--- config.mk ---
export PLATFORM = sky130hd
export DESIGN_NAME = load_store_queue
export DESIGN_NICKNAME = d
export VERILOG_FILES = /design/src/lsq_types_pkg.sv /design/src/lsq_instr_pkg.sv /design/src/load_store_queue.sv /design/src/lsq_entry_table.sv /design/src/lsq_issue_select.sv /design/src/lsq_store_buffer.sv /design/src/lsq_translate.sv
export SDC_FILE = /design/constraint.sdc
export NUM_CORES = 2
export LEC_CHECK = 0
export BUFFER_PORTS_ARGS = -buffer_cell sky130_fd_sc_hd__buf_4
export CORE_MARGIN = 2
export CORE_UTILIZATION = 40
export DETAILED_ROUTE_END_ITERATION = 12
export GPL_ROUTABILITY_DRIVEN = 0
export MAX_ROUTING_LAYER = met4
export PLACE_DENSITY_LB_ADDON = 0.3
export SETUP_SLACK_MARGIN = 0.15
export SLEW_MARGIN = 5
export SYNTH_ARGS = -nofsm -noshare
export SYNTH_HDL_FRONTEND = slang
export SYNTH_HIERARCHICAL = 1
export SYNTH_SLANG_ARGS = --single-unit
--- constraint.sdc ---
create_clock -name clk_i -period 11.8 [get_ports clk_i]
set_clock_uncertainty 0.2 [all_clocks]
set_input_delay 3.54 -clock clk_i [delete_from_list [all_inputs] [get_ports clk_i]]
set_output_delay 3.54 -clock clk_i [all_outputs]
set_load 0.02 [all_outputs]
--- src/lsq_types_pkg.sv ---
/* Address, page number, commit tag and data widths with their vector types,
   plus the default queue and store buffer sizes */
package lsq_types_pkg;

    // Address layout
    localparam int ADDR_W        = 40;
    localparam int PAGE_OFFSET_W = 12;
    localparam int PN_W          = ADDR_W - PAGE_OFFSET_W;   // 28-bit page numbers

    // Low bits ignored when matching 8-byte words
    localparam int WORD_OFFSET_W = 3;

    localparam int GL_INDEX_W = 5;
    localparam int DATA_W     = 64;

    // Virtual or physical byte address
    typedef logic [ADDR_W-1:0] addr_t;

    typedef logic [PN_W-1:0] vpn_t;
    typedef logic [PN_W-1:0] ppn_t;

    // Global index from rename, doubles as commit tag
    typedef logic [GL_INDEX_W-1:0] gl_index_t;

    typedef logic [DATA_W-1:0] data_t;

    // Default sizes
    localparam int LSQ_ENTRIES_DEFAULT = 8;
    localparam int SB_ENTRIES_DEFAULT  = 4;

endpackage

--- src/lsq_instr_pkg.sv ---
/* Memory op and size encodings, exception causes, and the instruction
   and dTLB request/response structs */
package lsq_instr_pkg;

    typedef logic [1:0] mem_op_t;

    localparam mem_op_t MEM_LOAD  = 2'd0;
    localparam mem_op_t MEM_STORE = 2'd1;
    localparam mem_op_t MEM_AMO   = 2'd2;   // Handled like a store

    // log2 of the access size in bytes
    typedef logic [1:0] mem_size_t;

    typedef logic [3:0] xcpt_cause_t;

    // RISC-V exception codes
    localparam xcpt_cause_t LD_MISALIGNED = 4'd4;
    localparam xcpt_cause_t ST_MISALIGNED = 4'd6;
    localparam xcpt_cause_t LD_PAGE_FAULT = 4'd13;
    localparam xcpt_cause_t ST_PAGE_FAULT = 4'd15;

    typedef struct packed {
        lsq_types_pkg::gl_index_t gl_index;
        mem_op_t                  mem_op;
        mem_size_t                mem_size;
        lsq_types_pkg::addr_t     addr;         // Virtual until translated
        lsq_types_pkg::data_t     data;
        logic                     translated;
        logic                     xcpt_valid;
        xcpt_cause_t              xcpt_cause;
    } mem_instr_t;

    typedef struct packed {
        lsq_types_pkg::vpn_t vpn;
        logic                store;
    } tlb_req_t;

    typedef struct packed {
        lsq_types_pkg::ppn_t ppn;
        logic                page_fault;
    } tlb_resp_t;

    // Stores and AMOs share the store path and cause codes
    function automatic logic is_store_op(mem_op_t op);
        return (op == MEM_STORE) || (op == MEM_AMO);
    endfunction

endpackage

--- src/load_store_queue.sv ---
/* Load/store queue top: entry table, dTLB translation, issue select
   and commit-gated store buffer */
`timescale 1ns/1ps

module load_store_queue #(
    parameter int LsqEntries = lsq_types_pkg::LSQ_ENTRIES_DEFAULT,
    parameter int SbEntries  = lsq_types_pkg::SB_ENTRIES_DEFAULT
) (
    input  logic                      clk_i,
    input  logic                      rstn_i,
    input  logic                      flush_i,
    // Rename side
    input  logic                      instr_valid_i,
    input  lsq_instr_pkg::mem_instr_t instr_i,
    output logic                      instr_ready_o,
    // dTLB
    output logic                      tlb_req_valid_o,
    output lsq_instr_pkg::tlb_req_t   tlb_req_o,
    input  logic                      tlb_resp_valid_i,
    input  lsq_instr_pkg::tlb_resp_t  tlb_resp_i,
    // Cache side
    output logic                      out_valid_o,
    output lsq_instr_pkg::mem_instr_t out_o,
    input  logic                      out_ready_i,
    // Commit
    input  logic                      commit_valid_i,
    input  lsq_types_pkg::gl_index_t  commit_tag_i,
    output logic                      load_blocked_o,
    output logic                      empty_o
);

    logic                      table_full;
    logic                      push;
    logic                      has_head;
    logic                      has_xlate;
    lsq_instr_pkg::mem_instr_t head_entry;
    lsq_instr_pkg::mem_instr_t xlate_entry;
    logic                      xlate_update;
    lsq_instr_pkg::mem_instr_t xlate_result;
    logic                      head_pop;
    logic                      sb_push;
    logic                      sb_pop;
    logic                      sb_full;
    logic                      sb_empty;
    logic                      sb_release_valid;
    lsq_instr_pkg::mem_instr_t sb_release_entry;
    logic                      sb_collision;

    assign instr_ready_o = ~table_full & ~flush_i;
    assign push          = instr_valid_i & instr_ready_o;

    lsq_entry_table #(
        .LsqEntries(LsqEntries)
    ) entry_table0 (
        .clk_i         (clk_i),
        .rstn_i        (rstn_i),
        .flush_i       (flush_i),
        .push_i        (push),
        .push_entry_i  (instr_i),
        .xlate_update_i(xlate_update),
        .xlate_entry_i (xlate_result),
        .head_pop_i    (head_pop),
        .full_o        (table_full),
        .has_head_o    (has_head),
        .head_entry_o  (head_entry),
        .has_xlate_o   (has_xlate),
        .xlate_entry_o (xlate_entry)
    );

    lsq_translate translate0 (
        .has_xlate_i     (has_xlate),
        .xlate_entry_i   (xlate_entry),
        .tlb_resp_valid_i(tlb_resp_valid_i),
        .tlb_resp_i      (tlb_resp_i),
        .tlb_req_valid_o (tlb_req_valid_o),
        .tlb_req_o       (tlb_req_o),
        .update_o        (xlate_update),
        .entry_o         (xlate_result)
    );

    lsq_store_buffer #(
        .SbEntries(SbEntries)
    ) store_buffer0 (
        .clk_i          (clk_i),
        .rstn_i         (rstn_i),
        .flush_i        (flush_i),
        .push_i         (sb_push),
        .push_entry_i   (head_entry),
        .commit_valid_i (commit_valid_i),
        .commit_tag_i   (commit_tag_i),
        .pop_i          (sb_pop),
        .load_addr_i    (head_entry.addr),   // Physical once at the head
        .full_o         (sb_full),
        .empty_o        (sb_empty),
        .release_valid_o(sb_release_valid),
        .release_entry_o(sb_release_entry),
        .collision_o    (sb_collision)
    );

    lsq_issue_select issue_select0 (
        .has_head_i        (has_head),
        .head_entry_i      (head_entry),
        .sb_full_i         (sb_full),
        .sb_release_valid_i(sb_release_valid),
        .sb_release_entry_i(sb_release_entry),
        .collision_i       (sb_collision),
        .out_ready_i       (out_ready_i),
        .out_valid_o       (out_valid_o),
        .out_o             (out_o),
        .head_pop_o        (head_pop),
        .sb_push_o         (sb_push),
        .sb_pop_o          (sb_pop),
        .load_blocked_o    (load_blocked_o)
    );

    // Nothing waiting in any stage
    assign empty_o = ~has_head & ~has_xlate & sb_empty;

endmodule

--- src/lsq_entry_table.sv ---
/* Circular table of memory instructions with tail, translate and head
   pointers and per-stage occupancy counters */
`timescale 1ns/1ps

module lsq_entry_table #(
    parameter int LsqEntries = lsq_types_pkg::LSQ_ENTRIES_DEFAULT
) (
    input  logic                      clk_i,
    input  logic                      rstn_i,
    input  logic                      flush_i,
    input  logic                      push_i,
    input  lsq_instr_pkg::mem_instr_t push_entry_i,
    input  logic                      xlate_update_i,
    input  lsq_instr_pkg::mem_instr_t xlate_entry_i,
    input  logic                      head_pop_i,
    output logic                      full_o,
    output logic                      has_head_o,
    output lsq_instr_pkg::mem_instr_t head_entry_o,
    output logic                      has_xlate_o,
    output lsq_instr_pkg::mem_instr_t xlate_entry_o
);

    localparam int PtrW = $clog2(LsqEntries);
    localparam int CntW = PtrW + 1;   // Must hold LsqEntries itself

    typedef logic [PtrW-1:0] ptr_t;
    typedef logic [CntW-1:0] cnt_t;

    lsq_instr_pkg::mem_instr_t table_q [LsqEntries];
    lsq_instr_pkg::mem_instr_t push_wr;

    ptr_t tail_q;    // Next free slot
    ptr_t xlate_q;   // Oldest untranslated entry
    ptr_t head_q;    // Oldest translated entry

    cnt_t num_xlate_q;   // Written, waiting for the dTLB
    cnt_t num_issue_q;   // Translated, waiting to leave
    cnt_t num_total;

    // Wraps for sizes that are not a power of two
    function automatic ptr_t ptr_inc(ptr_t ptr);
        ptr_t nxt;
        if (ptr == ptr_t'(LsqEntries - 1)) begin
            nxt = '0;
        end else begin
            nxt = ptr + 1'b1;
        end
        return nxt;
    endfunction

    // Incoming entries always start untranslated and clean
    always_comb begin
        push_wr            = push_entry_i;
        push_wr.translated = 1'b0;
        push_wr.xcpt_valid = 1'b0;
        push_wr.xcpt_cause = '0;
    end

    always_ff @(posedge clk_i) begin
        if (push_i) begin
            table_q[tail_q] <= push_wr;
        end
        if (xlate_update_i) begin
            table_q[xlate_q] <= xlate_entry_i;   // Written back in place
        end
    end

    always_ff @(posedge clk_i or negedge rstn_i) begin
        if (!rstn_i) begin
            tail_q      <= '0;
            xlate_q     <= '0;
            head_q      <= '0;
            num_xlate_q <= '0;
            num_issue_q <= '0;
        end else if (flush_i) begin
            tail_q      <= '0;
            xlate_q     <= '0;
            head_q      <= '0;
            num_xlate_q <= '0;
            num_issue_q <= '0;
        end else begin
            if (push_i) begin
                tail_q <= ptr_inc(tail_q);
            end
            if (xlate_update_i) begin
                xlate_q <= ptr_inc(xlate_q);
            end
            if (head_pop_i) begin
                head_q <= ptr_inc(head_q);
            end
            num_xlate_q <= num_xlate_q + cnt_t'(push_i) - cnt_t'(xlate_update_i);
            num_issue_q <= num_issue_q + cnt_t'(xlate_update_i) - cnt_t'(head_pop_i);
        end
    end

    assign num_total = num_xlate_q + num_issue_q;
    assign full_o    = (num_total == cnt_t'(LsqEntries));

    // Head only ever walks over translated entries
    assign has_head_o   = (num_issue_q != '0);
    assign head_entry_o = table_q[head_q];

    assign has_xlate_o   = (num_xlate_q != '0);
    assign xlate_entry_o = table_q[xlate_q];

endmodule

--- src/lsq_issue_select.sv ---
/* Per-cycle choice between store buffer release, head issue to the cache
   and hand-off of a clean head store to the store buffer */
`timescale 1ns/1ps

module lsq_issue_select (
    input  logic                      has_head_i,
    input  lsq_instr_pkg::mem_instr_t head_entry_i,
    input  logic                      sb_full_i,
    input  logic                      sb_release_valid_i,
    input  lsq_instr_pkg::mem_instr_t sb_release_entry_i,
    input  logic                      collision_i,
    input  logic                      out_ready_i,
    output logic                      out_valid_o,
    output lsq_instr_pkg::mem_instr_t out_o,
    output logic                      head_pop_o,
    output logic                      sb_push_o,
    output logic                      sb_pop_o,
    output logic                      load_blocked_o
);

    logic head_is_store;
    logic head_direct;   // Goes straight to the cache
    logic head_ready;
    logic head_issue;

    assign head_is_store = lsq_instr_pkg::is_store_op(head_entry_i.mem_op);

    // Loads and excepted entries of any kind take the direct path
    assign head_direct = has_head_i & (~head_is_store | head_entry_i.xcpt_valid);
    assign head_ready  = head_direct & ~collision_i;

    assign load_blocked_o = head_direct & ~head_is_store & collision_i;

    // Committed store release wins the output
    assign out_valid_o = sb_release_valid_i | head_ready;
    assign out_o       = sb_release_valid_i ? sb_release_entry_i : head_entry_i;

    assign sb_pop_o   = sb_release_valid_i & out_ready_i;
    assign head_issue = ~sb_release_valid_i & head_ready & out_ready_i;

    // Clean stores wait for commit inside the buffer
    assign sb_push_o = has_head_i & head_is_store & ~head_entry_i.xcpt_valid & ~sb_full_i;

    assign head_pop_o = head_issue | sb_push_o;

endmodule

--- src/lsq_store_buffer.sv ---
/* In-order buffer of translated stores, released by commit of the head,
   with 8-byte word collision check for the head load */
`timescale 1ns/1ps

module lsq_store_buffer #(
    parameter int SbEntries = lsq_types_pkg::SB_ENTRIES_DEFAULT
) (
    input  logic                      clk_i,
    input  logic                      rstn_i,
    input  logic                      flush_i,
    input  logic                      push_i,
    input  lsq_instr_pkg::mem_instr_t push_entry_i,
    input  logic                      commit_valid_i,
    input  lsq_types_pkg::gl_index_t  commit_tag_i,
    input  logic                      pop_i,
    input  lsq_types_pkg::addr_t      load_addr_i,
    output logic                      full_o,
    output logic                      empty_o,
    output logic                      release_valid_o,
    output lsq_instr_pkg::mem_instr_t release_entry_o,
    output logic                      collision_o
);

    localparam int PtrW  = $clog2(SbEntries);
    localparam int AddrW = lsq_types_pkg::ADDR_W;
    localparam int WordW = lsq_types_pkg::WORD_OFFSET_W;

    typedef logic [PtrW-1:0] ptr_t;

    lsq_instr_pkg::mem_instr_t sb_q [SbEntries];
    logic [SbEntries-1:0]      valid_q;
    ptr_t                      head_q;
    ptr_t                      tail_q;
    ptr_t                      head_nxt;
    logic                      committed_q;   // Head store acked by commit
    logic                      commit_hit;

    function automatic ptr_t ptr_inc(ptr_t ptr);
        ptr_t nxt;
        if (ptr == ptr_t'(SbEntries - 1)) begin
            nxt = '0;
        end else begin
            nxt = ptr + 1'b1;
        end
        return nxt;
    endfunction

    assign head_nxt = ptr_inc(head_q);

    // On a pop the tag is checked against the store that becomes head
    always_comb begin
        if (pop_i) begin
            commit_hit = commit_valid_i && valid_q[head_nxt]
                         && (sb_q[head_nxt].gl_index == commit_tag_i);
        end else begin
            commit_hit = commit_valid_i && valid_q[head_q]
                         && (sb_q[head_q].gl_index == commit_tag_i);
        end
    end

    always_ff @(posedge clk_i) begin
        if (push_i) begin
            sb_q[tail_q] <= push_entry_i;
        end
    end

    always_ff @(posedge clk_i or negedge rstn_i) begin
        if (!rstn_i) begin
            valid_q     <= '0;
            head_q      <= '0;
            tail_q      <= '0;
            committed_q <= 1'b0;
        end else if (flush_i) begin
            valid_q     <= '0;
            head_q      <= '0;
            tail_q      <= '0;
            committed_q <= 1'b0;
        end else begin
            if (pop_i) begin
                valid_q[head_q] <= 1'b0;
                head_q          <= head_nxt;
            end
            if (push_i) begin
                valid_q[tail_q] <= 1'b1;   // Different slot from the popped one
                tail_q          <= ptr_inc(tail_q);
            end
            committed_q <= commit_hit | (committed_q & ~pop_i);
        end
    end

    assign full_o  = &valid_q;
    assign empty_o = ~|valid_q;

    assign release_valid_o = committed_q;
    assign release_entry_o = sb_q[head_q];

    // Any buffered store in the same physical 8-byte word
    always_comb begin
        collision_o = 1'b0;
        for (int i = 0; i < SbEntries; i++) begin
            if (valid_q[i] && (sb_q[i].addr[AddrW-1:WordW] == load_addr_i[AddrW-1:WordW])) begin
                collision_o = 1'b1;
            end
        end
    end

endmodule

--- src/lsq_translate.sv ---
/* dTLB request for the oldest untranslated entry, physical address merge
   and misaligned / page-fault exception check */
`timescale 1ns/1ps

module lsq_translate (
    input  logic                      has_xlate_i,
    input  lsq_instr_pkg::mem_instr_t xlate_entry_i,
    input  logic                      tlb_resp_valid_i,
    input  lsq_instr_pkg::tlb_resp_t  tlb_resp_i,
    output logic                      tlb_req_valid_o,
    output lsq_instr_pkg::tlb_req_t   tlb_req_o,
    output logic                      update_o,
    output lsq_instr_pkg::mem_instr_t entry_o
);

    localparam int AddrW = lsq_types_pkg::ADDR_W;
    localparam int OffW  = lsq_types_pkg::PAGE_OFFSET_W;

    logic       is_store;
    logic [2:0] align_mask;
    logic       misaligned;

    assign is_store = lsq_instr_pkg::is_store_op(xlate_entry_i.mem_op);

    // Request stays stable as long as the entry waits
    assign tlb_req_valid_o = has_xlate_i;
    assign tlb_req_o.vpn   = xlate_entry_i.addr[AddrW-1:OffW];
    assign tlb_req_o.store = is_store;

    assign update_o = has_xlate_i & tlb_resp_valid_i;

    // Low address bits that must be zero for the access size
    always_comb begin
        case (xlate_entry_i.mem_size)
            2'd0:    align_mask = 3'b000;
            2'd1:    align_mask = 3'b001;
            2'd2:    align_mask = 3'b011;
            default: align_mask = 3'b111;
        endcase
    end

    assign misaligned = |(xlate_entry_i.addr[2:0] & align_mask);

    always_comb begin
        entry_o            = xlate_entry_i;
        entry_o.translated = 1'b1;
        entry_o.xcpt_valid = 1'b0;
        entry_o.xcpt_cause = '0;

        if (misaligned) begin   // Checked before the page fault
            entry_o.xcpt_valid = 1'b1;
            entry_o.xcpt_cause = is_store ? lsq_instr_pkg::ST_MISALIGNED
                                          : lsq_instr_pkg::LD_MISALIGNED;
        end else if (tlb_resp_i.page_fault) begin
            entry_o.xcpt_valid = 1'b1;
            entry_o.xcpt_cause = is_store ? lsq_instr_pkg::ST_PAGE_FAULT
                                          : lsq_instr_pkg::LD_PAGE_FAULT;
        end

        // Faulting entries keep the virtual address as the bad address
        if (!entry_o.xcpt_valid) begin
            entry_o.addr = {tlb_resp_i.ppn, xlate_entry_i.addr[OffW-1:0]};
        end
    end

endmodule

# Word-level counts from Yosys, hierarchy flattened

Memories as Yosys holds them, arrays and structs flattened.
Index checks and enable logic that the tools add are counted.

Shift-type cells: 0
Eq/ne operators: 18
Div/mod/pow operators: 0
Multipliers: 0
Bitwise gates (word level): 34
Reduce and logical (&&, ||, !) cells: 24
Add/subtract/negate cells: 10
Muxes and demuxes: 48
$lt $le $gt $ge: 5

Operator list:

| kind                                                | number |
|---|---|
| equality test 37 bit                                | 4 |
| 2-to-1 mux 119 bit                                  | 1 |
| 2-to-1 mux 40 bit                                   | 1 |
| 2-to-1 mux 3 bit                                    | 9 |
| 2-to-1 mux 4 bit                                    | 6 |
| bitwise AND 1 bit                                   | 16 |
| 2-to-1 mux 1 bit                                    | 16 |
| 2-to-1 mux 2 bit                                    | 8 |
| equality test 2 bit, second input constant          | 5 |
| equality test 5 bit                                 | 2 |
| logical AND 1 bit                                   | 10 |
| 2-to-1 mux 5 bit                                    | 2 |
| inverter 1 bit                                      | 10 |
| nonzero test 2 bit                                  | 5 |
| adder 3 x 1 -> 3 bit, second input constant         | 3 |
| equality test 3 bit, second input constant          | 3 |
| < comparator 2 x 3 -> 1 bit, second input constant  | 3 |
| case mux 3 bit (3 select lines)                     | 1 |
| adder 4 x 1 -> 4 bit                                | 2 |
| nonzero test 4 bit                                  | 2 |
| subtractor 4 x 1 -> 4 bit                           | 2 |
| equality test 2 x 1 -> 1 bit, second input constant | 3 |
| adder 2 x 1 -> 2 bit, second input constant         | 2 |
| adder 4 bit                                         | 1 |
| other kinds (15)                                    | 22 |

RAM bits: 1428
ROM bits: 0
Bits in latches: 0
Register bits after elaboration: 26
Word-level logic and storage cells: 150
Input port bits: 160
Memories kept: 2

Memory list:

| name                 | depth | width | rd ports | clocked after memory_dff | wr ports | line                   | RTL |
|---|---|---|---|---|---|---|---|
| entry_table0.table_q | 8     | 119   | 2        | 0                        | 2        | lsq_entry_table.sv:29  | `lsq_instr_pkg::mem_instr_t table_q [LsqEntries];` |
| store_buffer0.sb_q   | 4     | 119   | 6        | 0                        | 1        | lsq_store_buffer.sv:30 | `lsq_instr_pkg::mem_instr_t sb_q [SbEntries];` |

# Longest topological paths before layout

An unclocked memory read counts as a cell.

Depth in word-level cells: 14
Gate-level depth with buffers: 21
Gate-level depth less buffers: 17

# Cells and area by module

Netlist, hierarchy kept.

By module, submodules not included:

| module           | area an instance (um2) | seq. area each (um2) | instances | cells each |
|---|---|---|---|---|
| lsq_entry_table  | 54954.0                | 29012.8              | 1         | 2993 |
| lsq_store_buffer | 19708.9                | 14518.9              | 1         | 940 |
| lsq_issue_select | 1839.3                 | 0.0                  | 1         | 144 |
| lsq_translate    | 1310.0                 | 0.0                  | 1         | 159 |
| load_store_queue | 28.8                   | 0.0                  | 1         | 3 |

# Worst setup path before layout

OpenSTA, ideal clock, no wires.

Path type: input to register
Start point: input flush_i
End point: memory entry_table0/table_q[2][0] (netlist name), enable pin
Required time: 10.823 ns
Buffers on the path: 1
Library setup time: 0.777 ns
Path slack: -2.142 ns
Cell stages on the path: 4
Data arrival time: 12.965 ns
Path through: nor3b_2 > clkbuf_1 > nand2_1 > o32ai_1

RTL lines:

| item            | line                   | RTL |
|---|---|---|
| start, declared | load_store_queue.sv:11 | `input logic flush_i,` |
| end, declared   | lsq_entry_table.sv:29  |  |

==> metrics.txt <==
result of the run=finished, final reports clean; CP startpoint kind=register; average routed wire per standard cell=30.7 um; I/O pin count=313; reported leakage power=0.0273 uW; relative slew slack=19.8%; mean instance size in the synthesized netlist=18.4 sq um; final-report setup violation count=0; Residual DRC=0; Worst Reg-to-Reg Cells=18; r2r startpoint=entry_table0/head_q[0]$_DFFE_PN0P_; clock tree from TritonCTS=done; critical path arrival=5.58 ns; final count of pins violating max slew=0; Mapped Nets=4411; warning count from the yosys run=6; total count of hold-check failures in the final report=0; Multi-input gate area=0.0316 sq mm; number of antenna violations at the first check in global routing=42; maximum fanout along the worst path=34; number of buffers on the longest clock path=3; ratio of final minimum period to clock period=79.0%; core footprint=0.193 sq mm; global route total overflow=0; maximum clock frequency=107 MHz; number of clock sinks=1454; global-route wire length before repair=313 mm; type of element capturing the critical path=output pin; initial standard-cell utilization of the core=40.2%; Power per Cell Area=226 mW/mm^2; Routed WL=216 mm; minimum setup slack among reg-to-reg paths=5.14 ns; Resize count post-CTS=0; number of clock buffers inserted by TritonCTS=155; die boundary width=444 um; Root Buffer Master=clkbuf_16; dpl ws=3.39 ns; vertical die dimension=444 um; depth of the worst hold-timing path=2; Netlist Area Pre-Place=0.0775 sq mm; final design instance area without fill=0.0866 sq mm; area growth from synthesis to layout=11.7%; RSZ-0062 raised after global routing=false; share of cells above drive strength 1=53.9%; clock network latency to the later pin of the worst-skew pair=0.80 ns; standard-cell rows=161; count of antenna-violating nets left after detailed routing=0; Post-DP HPWL=121 mm; net count of the finished layout=4533; Tightest Pin Transition=1.19 ns; drt first pass iters=5; Maximum Capacitance Violations=0; Worst Setup Slack, final=2.48 ns; post-synthesis instance total=4221; maximum vdd drop=209 uV; total cell area at the placement stage=0.0814 sq mm; total area of sequential cells=0.0436 sq mm; Required @ worst endpoint=8.06 ns; Setup Fix Bufs, Post-CTS=0; number of vias after detailed routing=42029; startpoint of the tightest hold check path=store_buffer0/tail_q[1]$_DFFE_PN0P_; CTS H-tree lvls=4; Via density=5.98; overall track demand over capacity in global routing=22.3%; type of the tightest min-delay check=register to register; number of filler instances in the final layout=16587; largest net degree at the start of global routing=121; number of input and output port buffers inserted=306; via count of the first global-routing pass=43568; Worst Hold End=store_buffer0/tail_q[1]$_DFFE_PN0P_; time the final worst path needs with I/O delays and setup=9.32 ns; area of the die=0.197 sq mm; clock-pin slew reported for the worst setup and hold paths after clock tree synthesis=0.06 ns; worst flop-to-flop path endpoint=entry_table0/num_issue_q[3]$_DFF_PN0_; number of design-rule violations left by the first detailed-router iteration=3476; number of buffers inserted by hold repair at cts=0; final sum of negative setup slack=0 ns; Worst Path Class, Setup=register to output pin; minimum hold slack=0.408 ns
[worst max path at each step]
stage	from	endpoint	slack (ns)	depth (start not counted)
floorplan	flush_i	entry_table0/table_q[6][0]$_SDFFCE_PN0P_	1.01	4
global placement	entry_table0/head_q[0]$_DFFE_PN0P_	out_valid_o	3.37	12
detailed placement	entry_table0/head_q[0]$_DFFE_PN0P_	out_valid_o	3.39	12
CTS	entry_table0/head_q[0]$_DFFE_PN0P_	out_valid_o	2.50	12
global route	entry_table0/head_q[0]$_DFFE_PN0P_	out_valid_o	2.37	12
finish	entry_table0/head_q[0]$_DFFE_PN0P_	out_valid_o	2.48	12
[report_power, final]
| part | switching, uW | internal (uW) | total, uW |
|---|---|---|---|
| Sequential | 352 | 6880 | 7230 |
| Clock | 2060 | 2890 | 4950 |
| Combinational | 4150 | 3200 | 7350 |
| Total | 6560 | 13000 | 19500 |
[critical path, stage by stage, from the launching register on]
cell and delay, ns:
dfrtp_4 0.91, buf_4 0.58, mux4_2 0.58, mux2_2 0.42, xnor2_1 0.34, nand4_1 0.16, nor4_1 0.60, nand4_1 0.22
o22ai_1 0.17, or3_1 0.23, inv_1 0.07, a31o_2 0.26, buf_4 0.16
[cell type report]
class | instances | area share [%]
Tap cell | 2526 | 3.65
Inverter | 30 | 0.130
Timing Repair Buffer | 378 | 3.45
Clock buffer | 202 | 4.97
Antenna cell | 34 | 0.0983
Multi-Input combinational cell | 2324 | 36.4
Sequential cell | 1454 | 50.3
Clock inverter | 82 | 0.927
[cells in the final DEF, fill, tap and decap left out, types with 4 or more instances in the layout]
master	n
o22ai_4	4
a21oi_1	15
buf_4	366
mux2_2	1116
nand4_1	18
mux2_4	78
ha_1	27
buf_12	12
and3_1	19
clkbuf_1	34
nor2_4	5
edfxtp_1	1428
nand2_1	10
nor4_1	30
o21ai_0	4
inv_1	30
xor2_1	114
clkbuf_16	165
xnor2_1	45
nand2b_1	9
a211oi_1	4
inv_6	5
clkinv_2	23
bufinv_16	15
dfrtp_1	17
nand3_1	7
and2_1	32
nor2_1	27
and2_4	4
mux2_1	92
diode_2	34
mux2i_1	16
nor3_1	6
clkinv_1	32
dfrtp_4	9
nor2b_1	15
mux4_2	583
a21o_1	4
[flip-flops by register name, summed over array words and instances (netlist names)]
name and cells:
store_buffer0/valid_q 4, store_buffer0/tail_q 2, entry_table0/tail_q 3, entry_table0/xlate_q 3, store_buffer0/release_valid_o 1, entry_table0/num_xlate_q 4
entry_table0/table_q 952, entry_table0/head_q 3, entry_table0/num_issue_q 4, store_buffer0/sb_q 476, store_buffer0/head_q 2
[metal layers]
metal | track usage (%) | wire, um | vias to the layer above
met5 | - | 0 | -
met4 | 7.22 | 6080 | 0
met3 | 3.84 | 12700 | 313
met2 | 36.5 | 109000 | 1417
met1 | 28.2 | 88100 | 22738
li1 | - | - | 17561
[through the flow]
stage / std cells / total power (uW) / util (%)
after floorplan: 4221 / 12500 / -
after global placement: 6712 / 14600 / 42.3
after detailed placement: 6712 / 14700 / 42.3
after CTS: 6996 / 19700 / 44.9
after global routing: 7028 / 20300 / 44.9
final: 7030 / 19500 / 44.9
Power figures use the tool's default switching activity.
